==> src/hw/cpu_config.svh <==
/* pipeline cpu configuration */
`ifndef CPU_CONFIG_SVH
`define CPU_CONFIG_SVH

// instruction memory depth in words.
`define CPU_IMEM_WORDS 256

// data memory depth in words.
`define CPU_DMEM_WORDS 256

// first fetch address after reset.
`define CPU_RESET_PC 32'h0000_0000

`endif

==> src/hw/cpu_pkg.sv <==
/* cpu types and instruction codes */
package cpu_pkg;

	typedef logic [31:0] word_t;
	typedef logic [4:0]  reg_addr_t;
	typedef logic [5:0]  opcode_t;
	typedef logic [5:0]  func_t;
	typedef logic [4:0]  shamt_t;
	typedef logic [1:0]  wb_sel_t;

	localparam wb_sel_t wb_alu  = 2'd0;
	localparam wb_sel_t wb_load = 2'd1;
	localparam wb_sel_t wb_link = 2'd2;

	localparam opcode_t op_rtype = 6'h00;
	localparam opcode_t op_j     = 6'h02;
	localparam opcode_t op_jal   = 6'h03;
	localparam opcode_t op_beq   = 6'h04;
	localparam opcode_t op_bne   = 6'h05;
	localparam opcode_t op_addiu = 6'h09;
	localparam opcode_t op_slti  = 6'h0a;
	localparam opcode_t op_andi  = 6'h0c;
	localparam opcode_t op_ori   = 6'h0d;
	localparam opcode_t op_lui   = 6'h0f;
	localparam opcode_t op_lw    = 6'h23;
	localparam opcode_t op_sw    = 6'h2b;

	// r-type function field.
	localparam func_t fn_sll  = 6'h00;
	localparam func_t fn_srl  = 6'h02;
	localparam func_t fn_jr   = 6'h08;
	localparam func_t fn_jalr = 6'h09;
	localparam func_t fn_addu = 6'h21;
	localparam func_t fn_subu = 6'h23;
	localparam func_t fn_and  = 6'h24;
	localparam func_t fn_or   = 6'h25;
	localparam func_t fn_xor  = 6'h26;
	localparam func_t fn_slt  = 6'h2a;

endpackage

==> src/hw/cpu_id.sv <==
/* instruction decode stage */
`timescale 1ns/1ps

module cpu_id (
	input  logic                clk,
	input  logic                rst,
	input  cpu_pkg::word_t      if_pc,
	input  cpu_pkg::word_t      if_inst,
	input  logic                wb_rfw,
	input  cpu_pkg::reg_addr_t  wb_rf_waddr,
	input  cpu_pkg::word_t      wb_rf_wdata,
	output cpu_pkg::word_t      p_rfa,
	output cpu_pkg::word_t      p_rfb,
	output cpu_pkg::word_t      p_rfbse,
	output cpu_pkg::shamt_t     p_shamt,
	output cpu_pkg::func_t      p_func,
	output cpu_pkg::reg_addr_t  p_rf_waddr,
	output cpu_pkg::word_t      p_jalra,
	output logic                p_c_rfw,
	output cpu_pkg::wb_sel_t    p_c_wbsource,
	output logic                p_c_drw,
	output cpu_pkg::opcode_t    p_alucontrol,
	output logic                c_b,
	output cpu_pkg::word_t      baddr,
	output logic                c_j,
	output cpu_pkg::word_t      jaddr
);
	cpu_pkg::word_t rf [31:1];

	cpu_pkg::opcode_t   opcode;
	cpu_pkg::reg_addr_t rs;
	cpu_pkg::reg_addr_t rt;
	cpu_pkg::reg_addr_t rd;
	cpu_pkg::shamt_t    shamt;
	cpu_pkg::func_t     func;
	logic [15:0]        imm;
	logic [25:0]        index;

	cpu_pkg::word_t     rs_val;
	cpu_pkg::word_t     rt_val;
	cpu_pkg::word_t     imm_se;
	cpu_pkg::word_t     imm_ze;
	cpu_pkg::word_t     ext_imm;
	cpu_pkg::word_t     rfbse;
	cpu_pkg::word_t     pc_plus4;
	cpu_pkg::reg_addr_t dest;
	cpu_pkg::wb_sel_t   c_wbsource;
	logic               is_rtype;
	logic               is_jr;
	logic               is_jalr;
	logic               c_rfw;
	logic               c_drw;

	assign opcode = if_inst[31:26];
	assign rs     = if_inst[25:21];
	assign rt     = if_inst[20:16];
	assign rd     = if_inst[15:11];
	assign shamt  = if_inst[10:6];
	assign func   = if_inst[5:0];
	assign imm    = if_inst[15:0];
	assign index  = if_inst[25:0];

	// r0 is hardwired to zero.
	assign rs_val = (rs == 5'd0) ? '0 : rf[rs];
	assign rt_val = (rt == 5'd0) ? '0 : rf[rt];

	assign is_rtype = opcode == cpu_pkg::op_rtype;
	assign is_jr    = is_rtype && func == cpu_pkg::fn_jr;
	assign is_jalr  = is_rtype && func == cpu_pkg::fn_jalr;

	assign c_rfw = !(opcode == cpu_pkg::op_sw || opcode == cpu_pkg::op_beq ||
		opcode == cpu_pkg::op_bne || opcode == cpu_pkg::op_j || is_jr);
	assign c_drw = opcode == cpu_pkg::op_sw;

	always_comb begin
		if (opcode == cpu_pkg::op_lw) begin
			c_wbsource = cpu_pkg::wb_load;
		end else if (opcode == cpu_pkg::op_jal || is_jalr) begin
			c_wbsource = cpu_pkg::wb_link;
		end else begin
			c_wbsource = cpu_pkg::wb_alu;
		end
	end

	always_comb begin
		if (is_rtype) begin
			dest = rd;
		end else if (opcode == cpu_pkg::op_jal) begin
			dest = 5'd31;
		end else begin
			dest = rt;
		end
	end

	assign imm_se  = {{16{imm[15]}}, imm};
	assign imm_ze  = {16'h0000, imm};
	assign ext_imm = (opcode == cpu_pkg::op_andi || opcode == cpu_pkg::op_ori) ? imm_ze : imm_se;
	assign rfbse   = is_rtype ? rt_val : ext_imm;

	// branch and jump resolution.
	assign pc_plus4 = if_pc + 32'd4;
	assign baddr    = {imm_se[29:0], 2'b00} + pc_plus4;
	assign c_b      = (opcode == cpu_pkg::op_beq && rs_val == rt_val) ||
		(opcode == cpu_pkg::op_bne && rs_val != rt_val);
	assign c_j      = opcode == cpu_pkg::op_j || opcode == cpu_pkg::op_jal || is_jr || is_jalr;
	assign jaddr    = (opcode == cpu_pkg::op_j || opcode == cpu_pkg::op_jal) ?
		{pc_plus4[31:28], index, 2'b00} : rs_val;

	// write lands on the edge, same cycle reads get the old value.
	always_ff @(posedge clk) begin
		if (wb_rfw && wb_rf_waddr != 5'd0) begin
			rf[wb_rf_waddr] <= wb_rf_wdata;
		end
	end

	always_ff @(posedge clk) begin
		if (rst) begin
			p_rfa        <= '0;
			p_rfb        <= '0;
			p_rfbse      <= '0;
			p_shamt      <= '0;
			p_func       <= '0;
			p_rf_waddr   <= '0;
			p_jalra      <= '0;
			p_c_rfw      <= 1'b0;
			p_c_wbsource <= cpu_pkg::wb_alu;
			p_c_drw      <= 1'b0;
			p_alucontrol <= cpu_pkg::op_rtype;
		end else begin
			p_rfa        <= rs_val;
			p_rfb        <= rt_val;
			p_rfbse      <= rfbse;
			p_shamt      <= shamt;
			p_func       <= func;
			p_rf_waddr   <= dest;
			p_jalra      <= if_pc + 32'd8; // past the delay slot.
			p_c_rfw      <= c_rfw;
			p_c_wbsource <= c_wbsource;
			p_c_drw      <= c_drw;
			p_alucontrol <= opcode;
		end
	end

endmodule

==> config.mk <==
export PLATFORM = sky130hd
export DESIGN_NAME = cpu_id
export DESIGN_NICKNAME = d
export VERILOG_FILES = /design/src/hw/cpu_config.svh /design/src/hw/cpu_pkg.sv /design/src/hw/cpu_id.sv
export SDC_FILE = /design/constraint.sdc
export NUM_CORES = 2
export LEC_CHECK = 0
export BUFFER_PORTS_ARGS = -buffer_cell sky130_fd_sc_hd__buf_2
export CAP_MARGIN = 20
export CORE_MARGIN = 2
export CORE_UTILIZATION = 50
export CTS_BUF_LIST = sky130_fd_sc_hd__clkbuf_4
export DETAILED_ROUTE_END_ITERATION = 8
export HOLD_SLACK_MARGIN = 0.1
export PLACE_DENSITY = 0.72
export SYNTH_ARGS = -nofsm -noshare
export SYNTH_HDL_FRONTEND = slang
export SYNTH_SLANG_ARGS = --single-unit
==> constraint.sdc <==
create_clock -name clk -period 5.8 [get_ports clk]
set_input_delay 1.16 -clock clk [delete_from_list [all_inputs] [get_ports clk]]
set_output_delay 1.16 -clock clk [all_outputs]
set_load 0.01 [all_outputs]
==> results.cfg <==
[timing]
worst_pin_slew_ns = 1.06
maxSlewViolCount = 0
slew_headroom_pct = 29.3
fin_crit_sh_pct = 99.9
period_minus_slack_ns = 5.79
fmax_mhz = 173
fin_worst_skew_ns = 0.0932
report.final.setup_viol = 0
hold_violations = 0

[detailed_routing]
drt_iter0_markers = 3961
post_drt_wl_per_cell_um = 29.9
via_per_inst = 6.39
wl_um = 164000
dr.pass1.iters = 7
drc = 0
vias = 35100
drtAntennaViolNets = 0

[synth]
synth_async_sr_flop_share_pct = 0
synthCells = 3240
ys_ff_latch = 1146
yosysSeqAreaShare_pct = 61.3
avgSynthCellArea_um2 = 16.6
mappedNetlistNets = 3377
syn_area_um2 = 53700
synth_edf_count = 992
synth_warnings = 0
synthFlopType = edfxtp_1
ys_types = 65

[floorplanning]
initial_core_util_pct = 50.3
die-area_um2 = 110000
die_x_um = 332
core_area_um2 = 107000
die_h_um = 332
fp-row-count = 120
io_pins = 324

[worst_setup_path]
timing.rr.start = rf[31][11]
path_class = input pin to output pin
cp-start-kind = input pin
critPathTopFamily = simple AND/OR/NAND/NOR gates
critical_path_arrival_ns = 4.63
crit_slowest_cell = or3b_2
crit_fanout = 15
crit_path_frequent_cell = buf_2
cpPeakStageDelay_ns = 0.82
cp_cell_sequence = buf_2, or3b_2, o221ai_1, a211o_1, nand3_1, xor2_1, nand4_1, nor4_2, buf_4, a211oi_1, a31o_1, buf_2
cp.buffers_inverters = 3
worstPathRequired_ns = 4.64
crit_start = if_inst[18]
rrSetupSlack_ns = 3.19
r2r-end = p_rfbse[11]
end_kind = output pin
r2r_cells = 7

[hold_path]
min_from = if_pc[0]
hold_end = p_jalra[0]
hold_depth = 2
min_path_type = input pin to flop

[final_layout]
drive_above_1_share_pct = 40.5
final_cells = 5489
area_growth_pct = 15.9
final_core_util_pct = 58.2
nets = 4020

[grt]
grt_pass1_wl_um = 237000
grt_use_total_pct = 29.7
grt_pass1_vias = 35100
grt_max_degree = 72
grt-ovfl-total = 0
antenna_found_initial = 17

[flow_run]
max-cap-violations = 0

[power]
power_leakage_nw = 22.1
powerDensity_nw_per_um2 = 292
ir_drop_mv = 0.164

[clock_network]
cts.clk_slew.worst_paths_ns = 0.06
cts.sinks = 1146
clockBufferDepth = 4
cts_tree = yes
root_buffer = clkbuf_4
clock_latency_ns = 1.18
h-tree-depth = 5
numCtsBuffers = 300

[place]
place_hpwl_um = 111000
dp_cells = 4973
place_congestion = 0.956
portBuffers = 323

[outcome]
status = finished, final reports clean
report_power, final:
part           internal [W]  leakage (nW)  switching (W)
Sequential          0.00911          10.2      0.0000580
Clock               0.00346          2.13        0.00324
Combinational      0.000940          9.72        0.00132
final cells by class:
type / instances / area, µm²
Fill cell: 8090 / 44600
Sequential cell: 1146 / 32900
Multi-Input combinational cell: 1836 / 19700
Timing Repair Buffer: 583 / 4190
Clock buffer: 414 / 3110
Tap cell: 1403 / 1760
Clock inverter: 82 / 430
Inverter: 16 / 60.1
Antenna cell: 9 / 22.5
through the flow:
stage	total power [W]	TNS [ns]	setup WS [ns]	hold WS (ns)	cell area (µm²)
after global routing	0.0188	-0.0656	-0.0656	0.198	62200
after global placement	0.0115	-0.271	-0.0899	0.900	58300
final	0.0181	0	0.00527	0.232	62200
after detailed placement	0.0115	-0.417	-0.146	0.908	58300
after CTS	0.0182	0	0.00443	0.118	61900
after floorplan	0.0106	0	0.317	0.790	53700
what timing repair did:
action,CTS,global route
pin swaps,2,17
endpoints found under the setup margin,6,12
resized for setup,8,36
buffers inserted,0,10
hold buffers,1,0
endpoints found under the hold margin,1,0
worst max path at each step:
stage | endpoint | slack (ns) | depth (start not counted)
after global placement | baddr[30] | -0.09 | 17
final | c_b | 0.005 | 12
after CTS | baddr[30] | 0.004 | 19
after global routing | c_b | -0.07 | 13
after detailed placement | baddr[30] | -0.15 | 17
after floorplan | baddr[31] | 0.32 | 15
layer usage:
| layer | up-vias | global-route usage, % | part of all wire [%] |
|---|---|---|---|
| met5 | - | 0 | 0.068 |
| met4 | 18 | 14.5 | 4.8 |
| met3 | 450 | 7.58 | 11 |
| met2 | 2314 | 49.1 | 49 |
| met1 | 17700 | 36.4 | 35 |
| li1 | 14600 | - | - |
flip-flops by register name (all words and copies together), names as in the netlist:
name and cells:
p_rf_waddr 5, p_jalra 32, p_c_rfw 1, p_rfa 32
p_rfb 32, p_c_drw 1, p_rfbse 32, rf 992
p_func 6, p_alucontrol 6, p_shamt 5, p_c_wbsource 2
cell usage in the layout (no fill, tap or decap), types with 32 or more instances in the layout:
cell	n
a211o_1	66
a211oi_1	32
a21oi_1	73
a22o_1	32
buf_12	43
buf_2	314
buf_4	218
clkbuf_4	415
clkinv_1	58
dfxtp_1	154
edfxtp_1	992
mux2_2	117
mux2i_1	133
mux4_2	416
nand2_1	173
nand3_1	53
nand4_1	54
nor2_1	199
nor2b_1	53
o221ai_1	32
xnor2_1	51
xor2_1	54
synth_stat cells, types with 10 or more instances:
library cell	count	area [µm²]
a211o_1	66	578
a211oi_1	33	248
a21o_1	10	75.1
a21oi_1	78	390
a221oi_1	32	280
a22o_1	32	280
and3_1	12	75.1
buf_1	10	37.5
buf_12	10	200
buf_2	54	270
buf_4	25	188
buf_6	28	315
clkbuf_1	115	432
dfxtp_1	154	3080
edfxtp_1	992	29800
ha_1	32	400
inv_1	16	60.1
mux2_2	117	1320
mux2i_1	133	1330
mux4_2	416	9370
nand2_1	174	653
nand3_1	57	285
nand4_1	54	338
nor2_1	232	871
nor2b_1	56	350
nor3_1	24	120
o211ai_1	13	97.6
o211ai_2	16	200
o21ai_0	31	155
o221ai_1	32	280
xnor2_1	52	455
xor2_1	55	482
logic make-up after synthesis:
logic type      count (synthesis)  share of synthesized area, %
simple gates                  649                          5.55
compound gates                374                          5.29
xor+xnor                      107                          1.75
mux                           673                          22.6
buf+inv                       258                          2.80
flops                        1146                          61.3
fa+ha+maj                      33                         0.783
No activity file was read; power rests on OpenSTA's default activity.
