### src/hw/cpu_config.svh
/* pipeline cpu configuration */
`ifndef CPU_CONFIG_SVH
`define CPU_CONFIG_SVH

// instruction memory depth in words.
`define CPU_IMEM_WORDS 256

// data memory depth in words.
`define CPU_DMEM_WORDS 256

// first fetch address after reset.
`define CPU_RESET_PC 32'h0000_0000

`endif

### src/hw/cpu_pkg.sv
/* cpu types and instruction codes */
package cpu_pkg;

	typedef logic [31:0] word_t;
	typedef logic [4:0]  reg_addr_t;
	typedef logic [5:0]  opcode_t;
	typedef logic [5:0]  func_t;
	typedef logic [4:0]  shamt_t;
	typedef logic [1:0]  wb_sel_t;

	localparam wb_sel_t wb_alu  = 2'd0;
	localparam wb_sel_t wb_load = 2'd1;
	localparam wb_sel_t wb_link = 2'd2;

	localparam opcode_t op_rtype = 6'h00;
	localparam opcode_t op_j     = 6'h02;
	localparam opcode_t op_jal   = 6'h03;
	localparam opcode_t op_beq   = 6'h04;
	localparam opcode_t op_bne   = 6'h05;
	localparam opcode_t op_addiu = 6'h09;
	localparam opcode_t op_slti  = 6'h0a;
	localparam opcode_t op_andi  = 6'h0c;
	localparam opcode_t op_ori   = 6'h0d;
	localparam opcode_t op_lui   = 6'h0f;
	localparam opcode_t op_lw    = 6'h23;
	localparam opcode_t op_sw    = 6'h2b;

	// r-type function field.
	localparam func_t fn_sll  = 6'h00;
	localparam func_t fn_srl  = 6'h02;
	localparam func_t fn_jr   = 6'h08;
	localparam func_t fn_jalr = 6'h09;
	localparam func_t fn_addu = 6'h21;
	localparam func_t fn_subu = 6'h23;
	localparam func_t fn_and  = 6'h24;
	localparam func_t fn_or   = 6'h25;
	localparam func_t fn_xor  = 6'h26;
	localparam func_t fn_slt  = 6'h2a;

endpackage

### src/hw/cpu_ex.sv
/* execute stage */
`timescale 1ns/1ps

module cpu_ex (
	input  logic               clk,
	input  logic               rst,
	input  cpu_pkg::word_t     p_rfa,
	input  cpu_pkg::word_t     p_rfb,
	input  cpu_pkg::word_t     p_rfbse,
	input  cpu_pkg::shamt_t    p_shamt,
	input  cpu_pkg::func_t     p_func,
	input  cpu_pkg::opcode_t   p_alucontrol,
	input  cpu_pkg::reg_addr_t p_rf_waddr,
	input  cpu_pkg::word_t     p_jalra,
	input  logic               p_c_rfw,
	input  cpu_pkg::wb_sel_t   p_c_wbsource,
	input  logic               p_c_drw,
	output cpu_pkg::word_t     ex_result,
	output cpu_pkg::word_t     ex_store_data,
	output cpu_pkg::reg_addr_t ex_rf_waddr,
	output cpu_pkg::word_t     ex_jalra,
	output logic               ex_c_rfw,
	output cpu_pkg::wb_sel_t   ex_c_wbsource,
	output logic               ex_c_drw
);
	cpu_pkg::word_t result;
	logic           lt_signed;

	assign lt_signed = $signed(p_rfa) < $signed(p_rfbse);

	always_comb begin
		result = '0;
		if (p_alucontrol == cpu_pkg::op_rtype) begin
			case (p_func)
				cpu_pkg::fn_addu: result = p_rfa + p_rfbse;
				cpu_pkg::fn_subu: result = p_rfa - p_rfbse;
				cpu_pkg::fn_and:  result = p_rfa & p_rfbse;
				cpu_pkg::fn_or:   result = p_rfa | p_rfbse;
				cpu_pkg::fn_xor:  result = p_rfa ^ p_rfbse;
				cpu_pkg::fn_slt:  result = {31'd0, lt_signed};
				cpu_pkg::fn_sll:  result = p_rfb << p_shamt;
				cpu_pkg::fn_srl:  result = p_rfb >> p_shamt;
				default:          result = '0; // jr, jalr.
			endcase
		end else begin
			case (p_alucontrol)
				cpu_pkg::op_addiu: result = p_rfa + p_rfbse;
				cpu_pkg::op_lw:    result = p_rfa + p_rfbse; // address.
				cpu_pkg::op_sw:    result = p_rfa + p_rfbse;
				cpu_pkg::op_slti:  result = {31'd0, lt_signed};
				cpu_pkg::op_andi:  result = p_rfa & p_rfbse;
				cpu_pkg::op_ori:   result = p_rfa | p_rfbse;
				cpu_pkg::op_lui:   result = {p_rfbse[15:0], 16'h0000};
				default:           result = '0;
			endcase
		end
	end

	always_ff @(posedge clk) begin
		if (rst) begin
			ex_result     <= '0;
			ex_store_data <= '0;
			ex_rf_waddr   <= '0;
			ex_jalra      <= '0;
			ex_c_rfw      <= 1'b0;
			ex_c_wbsource <= cpu_pkg::wb_alu;
			ex_c_drw      <= 1'b0;
		end else begin
			ex_result     <= result;
			ex_store_data <= p_rfb;
			ex_rf_waddr   <= p_rf_waddr;
			ex_jalra      <= p_jalra;
			ex_c_rfw      <= p_c_rfw;
			ex_c_wbsource <= p_c_wbsource;
			ex_c_drw      <= p_c_drw;
		end
	end

endmodule

### config.mk
export PLATFORM = sky130hd
export DESIGN_NAME = cpu_ex
export DESIGN_NICKNAME = d
export VERILOG_FILES = /design/src/hw/cpu_config.svh /design/src/hw/cpu_pkg.sv /design/src/hw/cpu_ex.sv
export SDC_FILE = /design/constraint.sdc
export NUM_CORES = 1
export LEC_CHECK = 0
export BUFFER_PORTS_ARGS = -buffer_cell sky130_fd_sc_hd__buf_2
export CELL_PAD_IN_SITES_DETAIL_PLACEMENT = 1
export CELL_PAD_IN_SITES_GLOBAL_PLACEMENT = 1
export CORE_AREA = 4 4 175 177
export CTS_CLUSTER_SIZE = 28
export DETAILED_ROUTE_END_ITERATION = 6
export DIE_AREA = 0 0 179 181
export PLACE_DENSITY = 0.88
export SETUP_SLACK_MARGIN = 0.5
export SYNTH_ARGS = -nofsm -noshare
export SYNTH_HDL_FRONTEND = slang
export SYNTH_SLANG_ARGS = --single-unit
export TNS_END_PERCENT = 5
### constraint.sdc
create_clock -name clk -period 6.5 [get_ports clk]
set_clock_uncertainty 0.15 [all_clocks]
set_input_delay 1.3 -clock clk [delete_from_list [all_inputs] [get_ports clk]]
set_output_delay 1.3 -clock clk [all_outputs]
set_load 0.05 [all_outputs]
==> results of run 1 <==
==> stage by stage <==
stage	instance area, sq um	worst slack, ns
2_1_floorplan	12900	2.39
3_3_place_gp	14200	1.67
3_5_place_dp	14200	1.64
4_1_cts	14500	2.02
5_1_grt	14500	1.83
6_report	14500	1.79
==> synth_stat cells, drive strengths merged, types with 46 or more instances <==
library cell,count,area share
nor2b,82,0.040
nand2,101,0.029
o21ai,95,0.037
buf,46,0.025
ha,108,0.10
a21oi,122,0.048
inv,102,0.030
mux2i,69,0.053
clkbuf,73,0.027
nor2,176,0.051
dfxtp,105,0.16
mux4,58,0.11
==> power groups by stage <==
stage          clock network [mW]  logic [mW]  registers, mW
6_report                    0.610        1.08          0.678
5_1_grt                     0.642        1.13          0.681
4_1_cts                     0.620        1.04          0.678
3_5_place_dp                    0        1.04          0.693
3_3_place_gp                    0        1.01          0.692
2_1_floorplan                   0       0.611          0.794
==> sequential cells by signal (all words and copies together) (netlist names) <==
name,flops
ex_result,32
ex_c_rfw,1
ex_c_drw,1
ex_jalra,32
ex_c_wbsource,2
ex_store_data,32
ex_rf_waddr,5
==> layout make-up <==
type / instances / area (sq um)
sequential: 105 / 2100
clock buffer: 9 / 225
multi-input combinational: 1295 / 9770
inverter: 103 / 387
timing repair buffer: 279 / 1450
clock inverter: 7 / 91.3
tap: 390 / 488
fill: 3657 / 14700
==> cells by family (layout without fill, tap and decap cells) <==
group | after synthesis | after routing
AND/OR/NAND/NOR | 505 | 505
adder cells (fa/ha/maj) | 110 | 110
buffers and inverters | 222 | 398
multiplexers | 135 | 135
XOR/XNOR | 46 | 46
AO/OA/AOI/OAI | 499 | 499
flip-flops | 105 | 105
==> layer usage <==
layer  global-route usage  share of wire  up-vias
met5                    0              0        -
met4                0.164          0.059        0
met3               0.0768          0.098      204
met2                0.572           0.46      926
met1                0.450           0.38     7127
li1                     -              -     6318
==> how the worst min path moves through the flow <==
stage,end,depth (start not counted),startpoint
floorplan,ex_c_drw,1,p_c_drw
detailed placement,ex_jalra[27],2,rst
global route,ex_jalra[27],2,rst
finish,ex_jalra[27],2,rst
global placement,ex_jalra[27],2,rst
CTS,ex_jalra[27],2,rst
==> results_dict.tcl, run 1 <==
set metrics [dict create \
    drt-initial-drc-count 1754 \
    rsz0062_at_grt "no" \
    synth-compound-area-share 0.257 \
    numCtsBuffers 9 \
    power_frac_clock 0.258 \
    async_reset_ff_frac 0 \
    syn_to_final_growth_pct 12.3 \
    ctsResizeCount 0 \
    slew_violations 0 \
    synth_top_family_by_area "compound AO/OA/AOI/OAI gates" \
    netlist_area_sq_um 12900 \
    start_util 0.442 \
    cpPeakStageDelay_ns 0.75 \
    ys_seq_area_frac 0.163 \
    core-area_sq_um 29200 \
    vias_per_cell 6.66 \
    synth-seq-cells 105 \
    synth_fa_ha_area_frac 0.108 \
    critPathMostFrequentCell "nor2_1" \
    muxShareOfSynthArea 0.168 \
    worst-setup-path-type "primary input to flop" \
    routedWlPerCell_um 27.4 \
    yosys_warnings 0 \
    setup.worst_path.start_class "primary input" \
    p_leak_nw 6.52 \
    yosys.area_share.xor_xnor 0.0312 \
    ir_drop_mv 0.132 \
    synth_cell_types 96 \
    ctsHtreeMaxLevel 3 \
    synthSimpleGateAreaFrac 0.191 \
    p_seq_frac 0.287 \
    antenna_cells 0 \
    internal-power_mw 1.31 \
    p_switching_mw 1.05 \
    critPathLaunch "p_func[1]" \
    dp_hpwl_um 46600 \
    path_buf_inv 2 \
    path_delay_family "simple AND/OR/NAND/NOR gates" \
    period_share 0.725 \
    dieArea_sq_um 32400 \
    clkSinkCount 105 \
    cap_violations 0 \
    whs_ns 0.963 \
    endpoint "ex_result[24]" \
    cts.clk_slew.worst_paths_ns 0.09 \
    grt-ovfl-total 0 \
    cp_max_fo 49 \
    required_ns 6.67 \
    crit_chain "buf_2 -> buf_4 -> nand4_1 -> o21ai_0 -> nand3b_1 -> nor2_1 -> nand2_1 -> or3_1 -> and4bb_1 -> nor2_1" \
    grt_pass1_wl_um 89100 \
    grt_usage 0.354 \
    ios 261 \
    num_rows 63 \
    synth_cells 1622 \
    gp_congestion 1.03 \
    critPathArrivalTime_ns 4.88 \
    tightest_slew_ns 1.12 \
    endpoint_kind "flop" \
    synth-main-ff-cell "dfxtp_1" \
    antenna_found_initial 1 \
    fin_crit_ns 4.71 \
    grt_pass1_vias 14533 \
    setup_viol 0 \
    combPwrFrac 0.455 \
    layoutNonFillerInstCount 2188 \
    p_total_mw 2.36 \
    drtAntennaViolNets 0 \
    cts_setup_buffers 0 \
    cp.depth 10 \
    final_nets 2059 \
    vias 14575 \
    status "completed" \
    die_h_um 181 \
    drt_wl_total_um 60000 \
    die_x_um 179 \
    layout_common_cells "258 x buf_2, 176 x nor2_1, 121 x a21oi_1" \
    min_path_type "primary input to flop" \
    cp_slowest_cell "nor2_1" \
    drive_gt1_frac 0.205 \
    drc 0 \
    port-buffer-count 260 \
    hold_buffers 0 \
    relSlewSlack 0.244 \
    synth_edf_count 0 \
    tritoncts "built" \
    dp_cells 2172 \
    cellPowerDensity_nw_per_um2 163 \
    clock_path_buffers 2 \
    synth_area_per_cell_sq_um 7.96 \
    syn_nets 1888 \
    final_common_cell "buf_2" \
    grt_start_max_net_pins 94 \
    root_buffer "clkbuf_16" \
    hold_viol 0 \
    setup_tns_ns 0 \
    switching_share 0.446 \
    clock.fmax_mhz 212 \
    utilization 0.496 \
    first_pass_iters 6 \
]
No activity file was read; power rests on OpenSTA's default activity.
==> run 2: changes to the inputs <==
--- a/config.mk
+++ b/config.mk
@@ -5,14 +5,15 @@
 export SDC_FILE = /design/constraint.sdc
 export NUM_CORES = 1
 export LEC_CHECK = 0
+export ABC_AREA = 1
 export BUFFER_PORTS_ARGS = -buffer_cell sky130_fd_sc_hd__buf_2
 export CELL_PAD_IN_SITES_DETAIL_PLACEMENT = 1
 export CELL_PAD_IN_SITES_GLOBAL_PLACEMENT = 1
-export CORE_AREA = 4 4 175 177
+export CORE_AREA = 4 4 195 197
 export CTS_CLUSTER_SIZE = 28
 export DETAILED_ROUTE_END_ITERATION = 6
-export DIE_AREA = 0 0 179 181
-export PLACE_DENSITY = 0.88
+export DIE_AREA = 0 0 199 201
+export PLACE_DENSITY = 0.83
 export SETUP_SLACK_MARGIN = 0.5
 export SYNTH_ARGS = -nofsm -noshare
 export SYNTH_HDL_FRONTEND = slang
==> constraint.sdc (replaced) <==
create_clock -name clk -period 4.9 [get_ports clk]
set_clock_uncertainty 0.15 [all_clocks]
set_input_delay 0.98 -clock clk [delete_from_list [all_inputs] [get_ports clk]]
set_output_delay 0.98 -clock clk [all_outputs]
set_load 0.05 [all_outputs]
==> run 2 against run 1 <==
  * Synthesized cell count rose by 56%
  * Sequential share of layout area fell by 0.94 points
  * Setup slack got worse by 0.47 ns
  * Count of clock-buffer cells in the layout did not move
  * Via count rose by 21%
  * Sequential power rose by 33%
  * Global-route usage fell by 0.95 points
  * Critical path depth rose by 4
  * Die area rose by 23%
  * Core utilization fell by 6.8 points
  * Cell count rose by 45%
  * Total power rose by 31%
==> results_dict.tcl, run 2 <==
set metrics [dict create \
    final_common_cell "nand2_1" \
    multiInputGateArea_sq_um 9440 \
    dieArea_sq_um 40000 \
    setup_viol 0 \
    relSlewSlack 0.259 \
    setup.worst_path.start_class "primary input" \
    dp_cells 3158 \
    tightest_slew_ns 1.11 \
    critPathLaunch "p_shamt[0]" \
    p_switching_mw 1.48 \
    grt_usage 0.345 \
    die_x_um 199 \
    synth.most_common_cell "nand2_1" \
    cp_max_fo 40 \
    cp_slowest_cell "buf_2" \
    dp_hpwl_um 59300 \
    status "completed" \
    port-buffer-count 260 \
    cpPeakStageDelay_ns 0.56 \
    period_share 0.731 \
    ff_latch_area_sq_um 2100 \
    root_buffer "clkbuf_16" \
    utilization 0.428 \
    syn_nets 2791 \
    power_frac_clock 0.263 \
    endpoint_kind "flop" \
    path_buf_inv 2 \
    endpoint "ex_result[26]" \
    layout_common_cells "709 x nand2_1, 421 x nand3_1, 407 x inv_1" \
    p_seq_frac 0.290 \
    synth-main-ff-cell "dfxtp_1" \
    fin_crit_ns 3.58 \
    ir_drop_mv 0.177 \
    grt_pass1_wl_um 106000 \
    clock.fmax_mhz 279 \
    netlist_area_sq_um 13700 \
    path_delay_family "simple AND/OR/NAND/NOR gates" \
    drt_wl_total_um 72200 \
    p_leak_nw 8.80 \
    ctsResizeCount 0 \
    fillers 5229 \
    syn_to_final_growth_pct 13.5 \
    cellPowerDensity_nw_per_um2 200 \
    clkSinkCount 105 \
    grt_start_max_net_pins 80 \
    crit_chain "buf_2 -> inv_2 -> nand2_1 -> nand2_1 -> nand2_1 -> o21ai_1 -> nand2_1 -> nand2_1 -> nand3_1 -> nand3_1 -> nor2_1 -> nand3_1 -> nand2_1 -> a21oi_1" \
    ios 261 \
    setup_tns_ns 0 \
    drive_gt1_frac 0.125 \
    ctsHtreeMaxLevel 3 \
    synth_area_leaders "nand2_1 19%, nand3_1 15%, dfxtp_1 15%, inv_1 11%, ha_1 9.9%" \
    rsz0062_at_grt "no" \
    p_total_mw 3.11 \
    vias 17663 \
    synth_cell_types 46 \
    gp_congestion 0.994 \
    drt-initial-drc-count 1553 \
    required_ns 5.01 \
    antenna_found_initial 2 \
    yosys_warnings 0 \
    synth_area_leader_cell "nand2_1" \
    hold_buffers 0 \
    layoutNonFillerInstCount 3174 \
    cts_setup_buffers 0 \
    critPathArrivalTime_ns 3.69 \
    core-area_sq_um 36300 \
    num_rows 70 \
    cts.clk_slew.worst_paths_ns 0.11 \
    die_h_um 201 \
    start_util 0.377 \
    drtAntennaViolNets 0 \
    ys_seq_area_frac 0.154 \
    critPathMostFrequentCell "nand2_1" \
    numCtsBuffers 9 \
    slew_violations 0 \
    synth_top_area_share 0.195 \
    drc 0 \
    async_reset_ff_frac 0 \
    internal-power_mw 1.63 \
    hold_viol 0 \
    combPwrFrac 0.447 \
    grt_pass1_vias 17560 \
    switching_share 0.475 \
    final_nets 2967 \
    first_pass_iters 6 \
    min_path_type "primary input to flop" \
    synth-seq-cells 105 \
    clock_path_buffers 2 \
    worst-setup-path-type "primary input to flop" \
    cp.depth 14 \
    synth_area_per_cell_sq_um 5.41 \
    routedWlPerCell_um 22.7 \
    grt-ovfl-total 0 \
    synth_cells 2525 \
    synth_edf_count 0 \
    cap_violations 0 \
    vias_per_cell 5.56 \
    synthTopCellsByCount "709 x nand2_1, 421 x nand3_1, 407 x inv_1, 291 x nor2_1, 108 x ha_1" \
    tritoncts "built" \
    reg_top3 "ex_jalra (32), ex_result (32), ex_store_data (32)" \
    antenna_cells 0 \
]
run 2: cell count changes after synthesis, sizes merged, moves of 30 or more:
cell,delta
nor2b,-82
nand2,+615
a22oi,-30
xnor2,-39
o21ai,-43
mux4,-58
nor2,+125
buf,+33
mux2i,-68
clkbuf,-36
inv,+319
nand3,+398
run 2: how the worst min path moves through the flow:
stage / startpoint / end / slack (ns) / cells past startpoint
finish: p_c_wbsource[0] / ex_c_wbsource[0] / 0.63 / 3
global route: p_jalra[3] / ex_jalra[3] / 0.63 / 3
CTS: p_c_wbsource[0] / ex_c_wbsource[0] / 0.62 / 3
detailed placement: p_jalra[11] / ex_jalra[11] / 1.04 / 3
global placement: p_c_drw / ex_c_drw / 1.03 / 3
floorplan: p_c_drw / ex_c_drw / 0.94 / 2
run 2: final cells by class:
class,instances,area share
tap,468,0.0377
clock buffer,9,0.0145
timing repair buffer,281,0.0958
sequential,105,0.135
clock inverter,7,0.00605
inverter,422,0.102
multi-input combinational,1882,0.608
run 2: through the flow:
step	setup slack (ns)	area (sq um)	hold WS (ns)
floorplan	2.13	13700	0.937
global placement	1.02	15200	1.03
detailed placement	0.971	15200	1.04
CTS	1.41	15500	0.621
global route	1.14	15500	0.628
finish	1.32	15500	0.626
run 2: metal layers:
| metal | GRT usage | wire, um |
|---|---|---|
| met2 | 0.579 | 34000 |
| met4 | 0.145 | 3380 |
| met5 | 0 | 28 |
| met3 | 0.0368 | 4680 |
| met1 | 0.448 | 30100 |
run 2: power by group through the flow:
stage | Sequential, mW | Clock, mW | Combinational, mW
floorplan | 1.05 | 0 | 0.760
global placement | 0.920 | 0 | 1.33
detailed placement | 0.921 | 0 | 1.35
CTS | 0.901 | 0.827 | 1.36
global route | 0.904 | 0.859 | 1.51
finish | 0.900 | 0.817 | 1.39
run 2: logic make-up after synthesis:
| group | Yosys count | synth area share |
|---|---|---|
| mux | 1 | 0.000733 |
| buf+inv | 538 | 0.157 |
| compound gates | 258 | 0.112 |
| flops | 105 | 0.154 |
| fa+ha+maj | 110 | 0.102 |
| xor+xnor | 12 | 0.00769 |
| simple gates | 1501 | 0.467 |
